==> config.mk <==
export PLATFORM = sky130hd
export DESIGN_NAME = raster_top
export DESIGN_NICKNAME = d
export VERILOG_FILES = /design/src/raster_pkg.sv /design/src/apb_regs.sv /design/src/rect_table.sv /design/src/pixel_scan.sv /design/src/frame_ctrl.sv /design/src/raster_top.sv
export SDC_FILE = /design/constraint.sdc
export NUM_CORES = 1
export LEC_CHECK = 0
export ABC_AREA = 0
export BUFFER_PORTS_ARGS = -buffer_cell sky130_fd_sc_hd__buf_4
export CAP_MARGIN = 20
export CORE_ASPECT_RATIO = 1.5
export CORE_MARGIN = 5
export CORE_UTILIZATION = 33
export CTS_CLUSTER_SIZE = 25
export DETAILED_ROUTE_END_ITERATION = 7
export GPL_ROUTABILITY_DRIVEN = 0
export SETUP_SLACK_MARGIN = 0.5
export SYNTH_ARGS = -nofsm -noshare
export SYNTH_HDL_FRONTEND = slang
export SYNTH_SLANG_ARGS = --single-unit
==> constraint.sdc <==
create_clock -name clk -period 3.3 [get_ports clk]
set_clock_uncertainty 0.1 [all_clocks]
set_input_delay 0.33 -clock clk [delete_from_list [all_inputs] [get_ports clk]]
set_output_delay 0.33 -clock clk [all_outputs]
set_load 0.02 [all_outputs]
==> src/raster_pkg.sv <==
package raster_pkg;

    ////////////////////////////////////////
    // Buffer geometry
    ////////////////////////////////////////

    localparam int buf_w      = 16;
    localparam int buf_h      = 12;
    localparam int pix_count  = buf_w * buf_h;
    localparam int addr_w     = 8;
    localparam int color_w    = 12;
    localparam int coord_w    = 4;
    localparam int rect_max   = 8;
    localparam int rect_idx_w = 3;

    ////////////////////////////////////////
    // APB map
    ////////////////////////////////////////

    localparam int apb_addr_w = 8;

    localparam logic [apb_addr_w-1:0] reg_ctrl      = 8'h00;
    localparam logic [apb_addr_w-1:0] reg_bg        = 8'h04;
    localparam logic [apb_addr_w-1:0] reg_status    = 8'h08;
    localparam logic [apb_addr_w-1:0] reg_rect_base = 8'h20;

    // Frame-rate marker colours, alternating per frame
    localparam logic [color_w-1:0] marker_even = 12'h00F;
    localparam logic [color_w-1:0] marker_odd  = 12'hF00;

    ////////////////////////////////////////
    // Register layouts
    ////////////////////////////////////////

    typedef struct packed {
        logic [23:0] rsvd_hi;
        logic [3:0]  rect_count;
        logic [1:0]  rsvd_lo;
        logic        ack;
        logic        start;
    } ctrl_fields_t;

    // Corners are inclusive
    typedef struct packed {
        logic [3:0]         rsvd;
        logic [color_w-1:0] color;
        logic [coord_w-1:0] y1;
        logic [coord_w-1:0] x1;
        logic [coord_w-1:0] y0;
        logic [coord_w-1:0] x0;
    } rect_entry_t;

    // One write word, decoded by target address
    typedef union packed {
        ctrl_fields_t ctrl;
        rect_entry_t  rect;
    } apb_word_u;

endpackage

==> src/apb_regs.sv <==
module apb_regs (
    input  logic                              clk,
    input  logic                              rstn,
    input  logic                              psel,
    input  logic                              penable,
    input  logic                              pwrite,
    input  logic [raster_pkg::apb_addr_w-1:0] paddr,
    input  logic [31:0]                       pwdata,
    input  raster_pkg::rect_entry_t           rd_entry,
    input  logic                              frame_done,
    input  logic [7:0]                        frame_cnt,
    output logic [31:0]                       prdata,
    output logic                              pready,
    output logic                              pslverr,
    output logic                              tbl_we,
    output logic [raster_pkg::rect_idx_w-1:0] tbl_waddr,
    output raster_pkg::rect_entry_t           tbl_wdata,
    output logic [raster_pkg::rect_idx_w-1:0] rd_req_idx,
    output logic                              start_pulse,
    output logic                              ack_pulse,
    output logic [3:0]                        cfg_count,
    output logic [raster_pkg::color_w-1:0]    cfg_bg
);
    import raster_pkg::*;

    apb_word_u wword;
    logic      access;
    logic      wr_access;
    logic      hit_ctrl;
    logic      hit_bg;
    logic      hit_status;
    logic      hit_tbl;
    logic      running;

    assign wword     = pwdata;
    assign access    = psel && penable;
    assign wr_access = access && pwrite;

    ////////////////////////////////////////
    // Address decode
    ////////////////////////////////////////

    assign hit_ctrl   = (paddr == reg_ctrl);
    assign hit_bg     = (paddr == reg_bg);
    assign hit_status = (paddr == reg_status);
    assign hit_tbl    = (paddr >= reg_rect_base) &&
                        (paddr < reg_rect_base + 4 * rect_max) &&
                        (paddr[1:0] == 2'b00);

    // No wait states
    assign pready  = 1'b1;
    assign pslverr = access && !(hit_ctrl || hit_bg || hit_status || hit_tbl);

    assign start_pulse = wr_access && hit_ctrl && wword.ctrl.start;
    assign ack_pulse   = wr_access && hit_ctrl && wword.ctrl.ack;

    // Table entry index from word offset
    assign tbl_we     = wr_access && hit_tbl;
    assign tbl_waddr  = paddr[rect_idx_w+1:2];
    assign rd_req_idx = paddr[rect_idx_w+1:2];

    always_comb begin
        tbl_wdata      = wword.rect;
        tbl_wdata.rsvd = '0;
    end

    always_ff @(posedge clk or negedge rstn) begin
        if (!rstn) begin
            cfg_count <= '0;
            cfg_bg    <= '0;
            running   <= 1'b0;
        end else begin
            if (wr_access && hit_ctrl) begin
                // Counts above the table size draw the whole table
                cfg_count <= (wword.ctrl.rect_count > 4'(rect_max)) ?
                             4'(rect_max) : wword.ctrl.rect_count;
            end
            if (wr_access && hit_bg) begin
                cfg_bg <= pwdata[color_w-1:0];
            end
            if (start_pulse) begin
                running <= 1'b1;
            end
        end
    end

    ////////////////////////////////////////
    // Read mux
    ////////////////////////////////////////

    always_comb begin
        prdata = '0;
        if (hit_ctrl) begin
            prdata[7:4] = cfg_count;
        end else if (hit_bg) begin
            prdata[color_w-1:0] = cfg_bg;
        end else if (hit_status) begin
            prdata[0]    = frame_done;
            prdata[1]    = running && !frame_done;
            prdata[15:8] = frame_cnt;
        end else if (hit_tbl) begin
            prdata = rd_entry;
        end
    end

endmodule

==> src/rect_table.sv <==
module rect_table (
    input  logic                              clk,
    input  logic                              rstn,
    input  logic                              we,
    input  logic [raster_pkg::rect_idx_w-1:0] waddr,
    input  raster_pkg::rect_entry_t           wdata,
    input  logic [raster_pkg::rect_idx_w-1:0] draw_idx,
    input  logic [raster_pkg::rect_idx_w-1:0] host_idx,
    output raster_pkg::rect_entry_t           draw_entry,
    output raster_pkg::rect_entry_t           host_entry
);
    import raster_pkg::*;

    rect_entry_t entries [rect_max];

    // Zeroed entries cover pixel 0,0 in colour 0
    always_ff @(posedge clk or negedge rstn) begin
        if (!rstn) begin
            for (int i = 0; i < rect_max; i++) begin
                entries[i] <= '0;
            end
        end else if (we) begin
            entries[waddr] <= wdata;
        end
    end

    // Draw side read, one cycle
    always_ff @(posedge clk or negedge rstn) begin
        if (!rstn) begin
            draw_entry <= '0;
        end else begin
            draw_entry <= entries[draw_idx];
        end
    end

    // Host readback within the APB access
    assign host_entry = entries[host_idx];

endmodule

==> src/pixel_scan.sv <==
module pixel_scan (
    input  logic                           clk,
    input  logic                           rstn,
    input  logic                           load,
    input  logic [raster_pkg::coord_w-1:0] x0,
    input  logic [raster_pkg::coord_w-1:0] y0,
    input  logic [raster_pkg::coord_w-1:0] x1,
    input  logic [raster_pkg::coord_w-1:0] y1,
    output logic                           busy,
    output logic                           pix_valid,
    output logic [raster_pkg::addr_w-1:0]  addr,
    output logic                           last
);
    import raster_pkg::*;

    logic [coord_w-1:0] x;
    logic [coord_w-1:0] y;
    logic [coord_w-1:0] x_start;
    logic [coord_w-1:0] x_end;
    logic [coord_w-1:0] y_end;
    logic               degen;
    logic               at_row_end;

    assign at_row_end = (x == x_end);
    assign pix_valid  = busy && !degen;

    // Empty rectangle ends at once with no pixel
    assign last = busy && (degen || (at_row_end && (y == y_end)));

    always_ff @(posedge clk or negedge rstn) begin
        if (!rstn) begin
            busy    <= 1'b0;
            degen   <= 1'b0;
            x       <= '0;
            y       <= '0;
            x_start <= '0;
            x_end   <= '0;
            y_end   <= '0;
            addr    <= '0;
        end else if (load) begin
            busy    <= 1'b1;
            degen   <= (x1 < x0) || (y1 < y0);
            x       <= x0;
            y       <= y0;
            x_start <= x0;
            x_end   <= x1;
            y_end   <= y1;
            addr    <= addr_w'(y0) * addr_w'(buf_w) + addr_w'(x0);
        end else if (busy) begin
            if (last) begin
                busy <= 1'b0;
            end else if (at_row_end) begin
                // Back to the left edge of the next row
                x    <= x_start;
                y    <= y + 1'b1;
                addr <= addr + addr_w'(buf_w) - addr_w'(x_end - x_start);
            end else begin
                x    <= x + 1'b1;
                addr <= addr + 1'b1;
            end
        end
    end

endmodule

==> src/frame_ctrl.sv <==
module frame_ctrl (
    input  logic                              clk,
    input  logic                              rstn,
    input  logic                              start_pulse,
    input  logic                              ack_pulse,
    input  logic [3:0]                        cfg_count,
    input  logic [raster_pkg::color_w-1:0]    cfg_bg,
    input  raster_pkg::rect_entry_t           draw_entry,
    input  logic                              scan_busy,
    input  logic                              scan_valid,
    input  logic [raster_pkg::addr_w-1:0]     scan_addr,
    input  logic                              scan_last,
    output logic [raster_pkg::rect_idx_w-1:0] draw_idx,
    output logic                              scan_load,
    output logic [raster_pkg::coord_w-1:0]    scan_x0,
    output logic [raster_pkg::coord_w-1:0]    scan_y0,
    output logic [raster_pkg::coord_w-1:0]    scan_x1,
    output logic [raster_pkg::coord_w-1:0]    scan_y1,
    output logic                              write_en,
    output logic [raster_pkg::addr_w-1:0]     write_addr,
    output logic [raster_pkg::color_w-1:0]    write_data,
    output logic                              frame_done,
    output logic [7:0]                        frame_cnt
);
    import raster_pkg::*;

    typedef enum logic [2:0] {
        idle,
        clear,
        fetch,
        paint,
        marker,
        done
    } state_t;

    state_t              state;
    logic [addr_w-1:0]   clr_addr;
    logic [rect_idx_w-1:0] ent_idx;
    logic                fetch_wait;
    logic [3:0]          count_q;
    logic [color_w-1:0]  bg_q;
    logic [color_w-1:0]  color_q;
    logic                frame_begin;
    logic                last_entry;

    assign frame_begin = ((state == idle) && start_pulse) || ((state == done) && ack_pulse);
    assign last_entry  = (({1'b0, ent_idx} + 4'd1) == count_q);

    assign draw_idx   = ent_idx;
    assign scan_load  = (state == fetch) && fetch_wait;
    assign scan_x0    = draw_entry.x0;
    assign scan_y0    = draw_entry.y0;
    assign scan_x1    = draw_entry.x1;
    assign scan_y1    = draw_entry.y1;
    assign frame_done = (state == done);

    ////////////////////////////////////////
    // Sequencer
    ////////////////////////////////////////

    always_ff @(posedge clk or negedge rstn) begin
        if (!rstn) begin
            state      <= idle;
            clr_addr   <= '0;
            ent_idx    <= '0;
            fetch_wait <= 1'b0;
            count_q    <= '0;
            bg_q       <= '0;
            color_q    <= '0;
            frame_cnt  <= '0;
        end else begin
            if (frame_begin) begin
                state    <= clear;
                bg_q     <= cfg_bg;
                clr_addr <= '0;
                ent_idx  <= '0;
            end
            case (state)
                clear: begin
                    // Count taken after a start write with a new count has landed
                    if (clr_addr == '0) begin
                        count_q <= cfg_count;
                    end
                    clr_addr <= clr_addr + 1'b1;
                    if (clr_addr == addr_w'(pix_count - 1)) begin
                        state <= (count_q == '0) ? marker : fetch;
                    end
                end
                fetch: begin
                    // Table read, then scan load
                    fetch_wait <= !fetch_wait;
                    if (fetch_wait) begin
                        color_q <= draw_entry.color;
                        state   <= paint;
                    end
                end
                paint: begin
                    if (scan_busy && scan_last) begin
                        ent_idx <= ent_idx + 1'b1;
                        state   <= last_entry ? marker : fetch;
                    end
                end
                marker: begin
                    frame_cnt <= frame_cnt + 1'b1;
                    state     <= done;
                end
                default: ;
            endcase
        end
    end

    ////////////////////////////////////////
    // Pixel port mux
    ////////////////////////////////////////

    always_comb begin
        write_en   = 1'b0;
        write_addr = '0;
        write_data = '0;
        case (state)
            clear: begin
                write_en   = 1'b1;
                write_addr = clr_addr;
                write_data = bg_q;
            end
            paint: begin
                write_en   = scan_valid;
                write_addr = scan_addr;
                write_data = color_q;
            end
            marker: begin
                // Last pixel toggles each frame
                write_en   = 1'b1;
                write_addr = addr_w'(pix_count - 1);
                write_data = frame_cnt[0] ? marker_odd : marker_even;
            end
            default: ;
        endcase
    end

endmodule

==> src/raster_top.sv <==
module raster_top (
    input  logic                              clk,
    input  logic                              rstn,
    input  logic                              psel,
    input  logic                              penable,
    input  logic                              pwrite,
    input  logic [raster_pkg::apb_addr_w-1:0] paddr,
    input  logic [31:0]                       pwdata,
    output logic [31:0]                       prdata,
    output logic                              pready,
    output logic                              pslverr,
    output logic                              write_en,
    output logic [raster_pkg::addr_w-1:0]     write_addr,
    output logic [raster_pkg::color_w-1:0]    write_data
);
    import raster_pkg::*;

    logic                  tbl_we;
    logic [rect_idx_w-1:0] tbl_waddr;
    rect_entry_t           tbl_wdata;
    logic [rect_idx_w-1:0] rd_req_idx;
    rect_entry_t           host_entry;
    logic [rect_idx_w-1:0] draw_idx;
    rect_entry_t           draw_entry;
    logic                  start_pulse;
    logic                  ack_pulse;
    logic [3:0]            cfg_count;
    logic [color_w-1:0]    cfg_bg;
    logic                  scan_load;
    logic [coord_w-1:0]    scan_x0;
    logic [coord_w-1:0]    scan_y0;
    logic [coord_w-1:0]    scan_x1;
    logic [coord_w-1:0]    scan_y1;
    logic                  scan_busy;
    logic                  scan_valid;
    logic [addr_w-1:0]     scan_addr;
    logic                  scan_last;
    logic                  frame_done;
    logic [7:0]            frame_cnt;

    apb_regs u_apb_regs (
        .clk         (clk),
        .rstn        (rstn),
        .psel        (psel),
        .penable     (penable),
        .pwrite      (pwrite),
        .paddr       (paddr),
        .pwdata      (pwdata),
        .rd_entry    (host_entry),
        .frame_done  (frame_done),
        .frame_cnt   (frame_cnt),
        .prdata      (prdata),
        .pready      (pready),
        .pslverr     (pslverr),
        .tbl_we      (tbl_we),
        .tbl_waddr   (tbl_waddr),
        .tbl_wdata   (tbl_wdata),
        .rd_req_idx  (rd_req_idx),
        .start_pulse (start_pulse),
        .ack_pulse   (ack_pulse),
        .cfg_count   (cfg_count),
        .cfg_bg      (cfg_bg)
    );

    rect_table u_rect_table (
        .clk        (clk),
        .rstn       (rstn),
        .we         (tbl_we),
        .waddr      (tbl_waddr),
        .wdata      (tbl_wdata),
        .draw_idx   (draw_idx),
        .host_idx   (rd_req_idx),
        .draw_entry (draw_entry),
        .host_entry (host_entry)
    );

    pixel_scan u_pixel_scan (
        .clk       (clk),
        .rstn      (rstn),
        .load      (scan_load),
        .x0        (scan_x0),
        .y0        (scan_y0),
        .x1        (scan_x1),
        .y1        (scan_y1),
        .busy      (scan_busy),
        .pix_valid (scan_valid),
        .addr      (scan_addr),
        .last      (scan_last)
    );

    frame_ctrl u_frame_ctrl (
        .clk         (clk),
        .rstn        (rstn),
        .start_pulse (start_pulse),
        .ack_pulse   (ack_pulse),
        .cfg_count   (cfg_count),
        .cfg_bg      (cfg_bg),
        .draw_entry  (draw_entry),
        .scan_busy   (scan_busy),
        .scan_valid  (scan_valid),
        .scan_addr   (scan_addr),
        .scan_last   (scan_last),
        .draw_idx    (draw_idx),
        .scan_load   (scan_load),
        .scan_x0     (scan_x0),
        .scan_y0     (scan_y0),
        .scan_x1     (scan_x1),
        .scan_y1     (scan_y1),
        .write_en    (write_en),
        .write_addr  (write_addr),
        .write_data  (write_data),
        .frame_done  (frame_done),
        .frame_cnt   (frame_cnt)
    );

endmodule

After elaboration in Yosys (flattened, before gate mapping)
Cells that the tools add are included.

Input port bits: 45. Output and inout port bits: 55. Logic and storage cells: 198. Bits in registers: 382.

Bitwise gates (word level): 2. Magnitude comparators: 8. Add/sub/neg operators: 11. Equal/unequal tests: 12. Muxes and demuxes: 51. Reduce and logical (&&, ||, !) cells: 42.

Operators with widths (number): $bwmux 256 (1); $bmux 32 s3 (2); $mux 32 (4); $demux 32 s3 (1); $mux 28 (2); $mux 8 (7); $mux 4 (11); $pmux 12 s3 (1); $mux 3 (9); $add 8x1->8 const B (3); $mux 12 (2); $mux 24 (1); $pmux 8 s3 (1); $mux 20 (1); $logic_and 1x1->1 (19); $logic_not 8->1 (2); $mux 16 (1); $eq 4x4->1 (3); $pmux 3 s4 (1); $add 4x1->4 const B (2); $add 8x4->8 (1); $add 8x5->8 const B (1); $eq 8x3->1 const B (1); $eq 8x4->1 const B (1); other kinds (29) (48).

Longest topological paths before layout
Depth after elaboration: 9. Mapped depth: 15. Depth with buffers taken out: 15.

Hierarchy
A second synthesis with hierarchy kept.

Cell total of the unflattened synthesis: 1474. Area total of the unflattened synthesis: 21166.6 um^2.

By module, submodules not included: rect_table (instances 1, cells each 811, area an instance 14507.7 um^2, seq. area each 7206.9 um^2); frame_ctrl (instances 1, cells each 257, area an instance 2821.5 um^2, seq. area each 1276.2 um^2); pixel_scan (instances 1, cells each 249, area an instance 2309.7 um^2, seq. area each 750.7 um^2); apb_regs (instances 1, cells each 157, area an instance 1527.7 um^2, seq. area each 425.4 um^2).

Worst setup path after synthesis
OpenSTA, ideal clock, no wires.

Path kind: register to register. Start point: register u_pixel_scan.x_end[0]. End point: register u_pixel_scan.addr[7] in the netlist's numbering. Buffers on the path: 0. Path slack: 0.197 ns. Period minus slack after synthesis: 3.103 ns. Setup time: 0.132 ns. Data required time: 3.068 ns. Stages on the path, launching flop included: 16. Arrival time: 2.871 ns. Cells stage by stage: dfrtp_1 inv_1 ha_1 fa_1 nand2b_1 a21oi_1 inv_1 ha_1 inv_1 ha_1 o21ai_0 o21bai_1 a21oi_1 xnor2_1 mux2i_1 o22ai_1.

Longest elaborated chain between the ends: 6. Elaborated cells on any way between the ends: 12. Those cells by class: 2 x add/sub; 2 x eq/ne; 4 x mux; 4 x reduce/logical.

Ends and longest elaborated chain: start, declared (line pixel_scan.sv:19) `logic [coord_w-1:0] x_end;`; start signal, assigned (line pixel_scan.sv:37) `x_end <= '0;`; start signal, assigned (line pixel_scan.sv:46) `x_end <= x1;`; $sub 4x4->5 / $eq 4x4->1 (equally long branches) (line pixel_scan.sv:56, pixel_scan.sv:24); $sub 8x8->8 / $logic_and 1x1->1 (equally long branches) (line pixel_scan.sv:56, pixel_scan.sv:28); $mux 8 / $logic_or 1x1->1 (equally long branches) (line pixel_scan.sv:52, pixel_scan.sv:28); $mux 8 / $logic_and 1x1->1 (equally long branches) (line pixel_scan.sv:50, pixel_scan.sv:28); $mux 8 / $ne 2x2->1 (equally long branches); $mux 8 / $reduce_and 2->1 (equally long branches); end signal, assigned (line pixel_scan.sv:48) `addr <= addr_w'(y0) * addr_w'(buf_w) + addr_w'(x0);`; end signal, assigned (line pixel_scan.sv:56) `addr <= addr + addr_w'(buf_w) - addr_w'(x_end - x_start);`; end signal, assigned (line pixel_scan.sv:59) `addr <= addr + 1'b1;`; end, declared (line pixel_scan.sv:11) `output logic [raster_pkg::addr_w-1:0] addr,`.

Several ways; a longest one is shown, not always the timed one. The select of a mux whose other input is x is not followed. A chain may end at the register's enable or synchronous reset.

Final worst setup path
Same ends and word-level chain as after synthesis.

==> results.yml <==
run_status:
  outcome: "finished, final reports clean"
grt:
  grt_pass1_vias: 12700
  antenna_found_initial: 1
  gr-total-overflow: 0
  grt_max_degree: 84
  grt_usage_pct: 16.3
  grt_pass1_wl_um: 76900
logic_synthesis:
  yosys-mux-area-fraction_pct: 34.3
  synth-edff-count: 0
  ys.flop_type: "dfrtp_1"
  synthAdderAreaFrac_pct: 2.29
  synth-simple-area-share_pct: 6.12
  yosys.cell_types.count: 52
  yosys_warnings: 0
  synth_area_leaders: "dfrtp_1 48%, mux2_2 17%, mux4_2 14%"
  synth.avg_cell_area_um2: 13.4
  ys_seq_area_share_pct: 48.2
  yosys.area.top_type: "dfrtp_1"
  synthCells: 1360
  ys_ff_latch: 350
  synth_async_sr_flop_share_pct: 100
  synth-compound-area-share_pct: 4.66
  synth-xor-area-share_pct: 1.54
  synth_top_area_share_pct: 48.2
  synth_top_family_by_area: "multiplexers"
  synthesis.area_um2: 18200
sta:
  max_clock_freq_mhz: 325
  layout_min_cycle_time_ns: 3.08
  final.setup.tns_ns: 0
  setup_viol: 0
  fin_crit_sh_pct: 93.3
  hold_viol: 0
  rsz0062_at_grt: "true"
  report.final.slew_viol_count: 0
  max_slew.worst_pin.slew_ns: 0.947
  hold-worst-slack_ns: 0.0234
  maxSlewHeadroom_pct: 36.7
placed_design:
  dp.cells: 2113
  hpwl_um: 33600
  port_buffers: 90
hold_path:
  hp-start: "pwdata[9]"
  hold_path.class: "in -> reg"
  worstHoldEndpoint: "u_rect_table.entries[233]"
  hold_depth: 2
run:
  cap_violations: 0
worst_setup_path:
  critPathLaunchType: "flip-flop"
  worstPathMaxFanout: 2
  endpoint_kind: "flip-flop"
  reg2reg_from: "u_pixel_scan.x_end[0]"
  r2r-end: "u_pixel_scan.addr[7]"
  reg2reg_depth: 12
  critical_path_class: "reg -> reg"
  worstPathArrival_ns: 3.36
  crit_required_ns: 3.58
  r2r_slack_ns: 0.22
clock_tree:
  cts_tree: "yes"
  clock_latency_ns: 0.53
  cts-root-buf: "clkbuf_16"
  cts.clk_slew.worst_paths_ns: 0.06
  cts_sinks: 350
  numCtsBuffers: 37
  htreeDepth: 2
  cts_buffer_depth: 3
floorplan:
  die_x_um: 202
  core_um2: 54700
  std_cell_rows: 105
  die_h_um: 297
  start_util_pct: 33.2
  dieArea_um2: 59900
  boundaryPins: 100
route:
  drc_errors: 0
  wirelength_um: 49300
  ant_nets: 0
  firstDrtPassIters: 4
  vias: 11800
  routed_via_density: 5.34
  wire_per_inst_um: 22.4
  dr.first_iter.drc_count: 707
final_layout:
  syn_to_final_growth_pct: 18.0
  drive_gt1_share_pct: 42.1
  layout.cells.non_filler: 2203
  final_nets: 1565
pwr:
  pwr-share-comb_pct: 4.8
  switching_share_pct: 22.3
  seq_power_share_pct: 49.2
  internal-power_w: 0.00691
  p_switching_w: 0.00198
  pwr-share-clk_pct: 46.0
  power_density_nw_per_um2: 415
  p_leak_nw: 9.99
  peakVddDrop_uv: 323
[synthesized netlist by cell type, types with 16 or more instances]
library cell / n
dfrtp_1: 350
mux2_2: 272
mux4_2: 112
nand2_1: 111
o21ai_0: 66
nor2_1: 55
mux2i_1: 52
clkbuf_1: 47
ha_1: 30
inv_1: 25
a21oi_1: 24
xnor2_1: 22
buf_4: 19
nand3_1: 17
buf_1: 16
[layout by cell type, fill, tap and decap left out, drive strengths merged, types with 26 or more instances in the layout]
cell type,n
o21ai,66
nor2,61
dfrtp,350
ha,30
mux4,112
mux2,280
clkbuf,49
buf,155
inv,26
nand2,111
mux2i,52
[area by class of cell]
| cell class | count | area, µm² |
|---|---|---|
| inverters | 25 | 93.8 |
| clock buffers | 49 | 1050 |
| clock inverters | 9 | 124 |
| well taps | 695 | 870 |
| fillers | 5156 | 33200 |
| repair buffers | 175 | 1460 |
| multi-input cells | 899 | 9080 |
| flip-flops and latches | 350 | 8760 |
| diodes | 1 | 2.50 |
[stage by stage]
step	utilization [%]	total power [W]	setup slack, ns	cell area (µm²)
6_report	39.2	0.00889	0.220	21400
5_1_grt	39.2	0.00921	0.0783	21400
4_1_cts	39.1	0.00901	0.216	21400
3_5_place_dp	36.3	0.00487	0.102	19900
3_3_place_gp	36.3	0.00485	0.136	19900
2_1_floorplan	-	0.00463	0.359	18200
[cells by family (layout without fill, tap and decap cells)]
group | Yosys count | in the layout
buffers and inverters | 114 | 258
flip-flops | 350 | 350
AO/OA/AOI/OAI | 144 | 144
AND/OR/NAND/NOR | 242 | 242
multiplexers | 444 | 444
other | 2 | 6
XOR/XNOR | 32 | 32
adder cells (fa/ha/maj) | 32 | 32
[sequential cells by signal (all words and copies together), names as in the netlist]
signal                   count
u_apb_regs.cfg_bg           12
u_frame_ctrl.count_q         4
u_frame_ctrl.fetch_wait      1
u_frame_ctrl.frame_cnt       8
u_pixel_scan.x_start         4
u_pixel_scan.y               4
u_frame_ctrl.color_q        12
u_frame_ctrl.state           3
u_pixel_scan.x_end           4
u_pixel_scan.x               4
u_rect_table.draw_entry     28
u_rect_table.entries       224
u_apb_regs.cfg_count         4
u_pixel_scan.busy            1
u_pixel_scan.addr            8
u_frame_ctrl.bg_q           12
u_apb_regs.running           1
u_pixel_scan.y_end           4
u_frame_ctrl.clr_addr        8
u_pixel_scan.degen           1
u_frame_ctrl.draw_idx        3
[worst max-delay path, stage by stage, from the launching register on]
cell and delay, ns:
dfrtp_1 0.37, inv_2 0.06, ha_4 0.16, fa_2 0.54, ha_4 0.20, ha_4 0.16
fa_2 0.41, a211oi_2 0.21, o21bai_1 0.09, a21oi_1 0.16, xnor2_1 0.17, mux2i_1 0.21
o22ai_1 0.08
[worst max path at each step]
| stage | from | end | slack [ns] | cells after the start |
|---|---|---|---|---|
| final | u_pixel_scan.x_end[0] | u_pixel_scan.addr[7] | 0.22 | 12 |
| after global routing | u_pixel_scan.x_end[0] | u_pixel_scan.addr[7] | 0.08 | 12 |
| after CTS | u_pixel_scan.x_start[0] | u_pixel_scan.addr[7] | 0.22 | 11 |
| after detailed placement | u_pixel_scan.x_end[0] | u_pixel_scan.addr[7] | 0.10 | 12 |
| after global placement | u_pixel_scan.x_end[0] | u_pixel_scan.addr[7] | 0.14 | 12 |
| after floorplan | u_pixel_scan.x_end[0] | u_pixel_scan.addr[7] | 0.36 | 12 |
[repair_timing]
action,in CTS,in global routing
buffers inserted,6,5
gates cloned,0,0
endpoints found under the hold margin,194,0
hold buffers,20,0
pin swaps,13,21
resized for setup,13,11
endpoints found under the setup margin,5,20
[power by group through the flow]
| stage | Clock, W | Combinational [W] | Sequential [W] |
|---|---|---|---|
| 2_1_floorplan | 0 | 0.000188 | 0.00444 |
| 6_report | 0.00409 | 0.000422 | 0.00438 |
| 4_1_cts | 0.00420 | 0.000432 | 0.00438 |
| 3_3_place_gp | 0 | 0.000402 | 0.00445 |
| 3_5_place_dp | 0 | 0.000410 | 0.00445 |
| 5_1_grt | 0.00436 | 0.000465 | 0.00438 |
[routing by layer]
layer	up-vias	wire length [µm]	GRT usage [%]
li1	5243	-	-
met5	-	0	0
met1	6212	20500	20.8
met4	0	1500	4.97
met2	239	25700	29.2
met3	75	1640	1.88
Power figures use the tool's default switching activity.
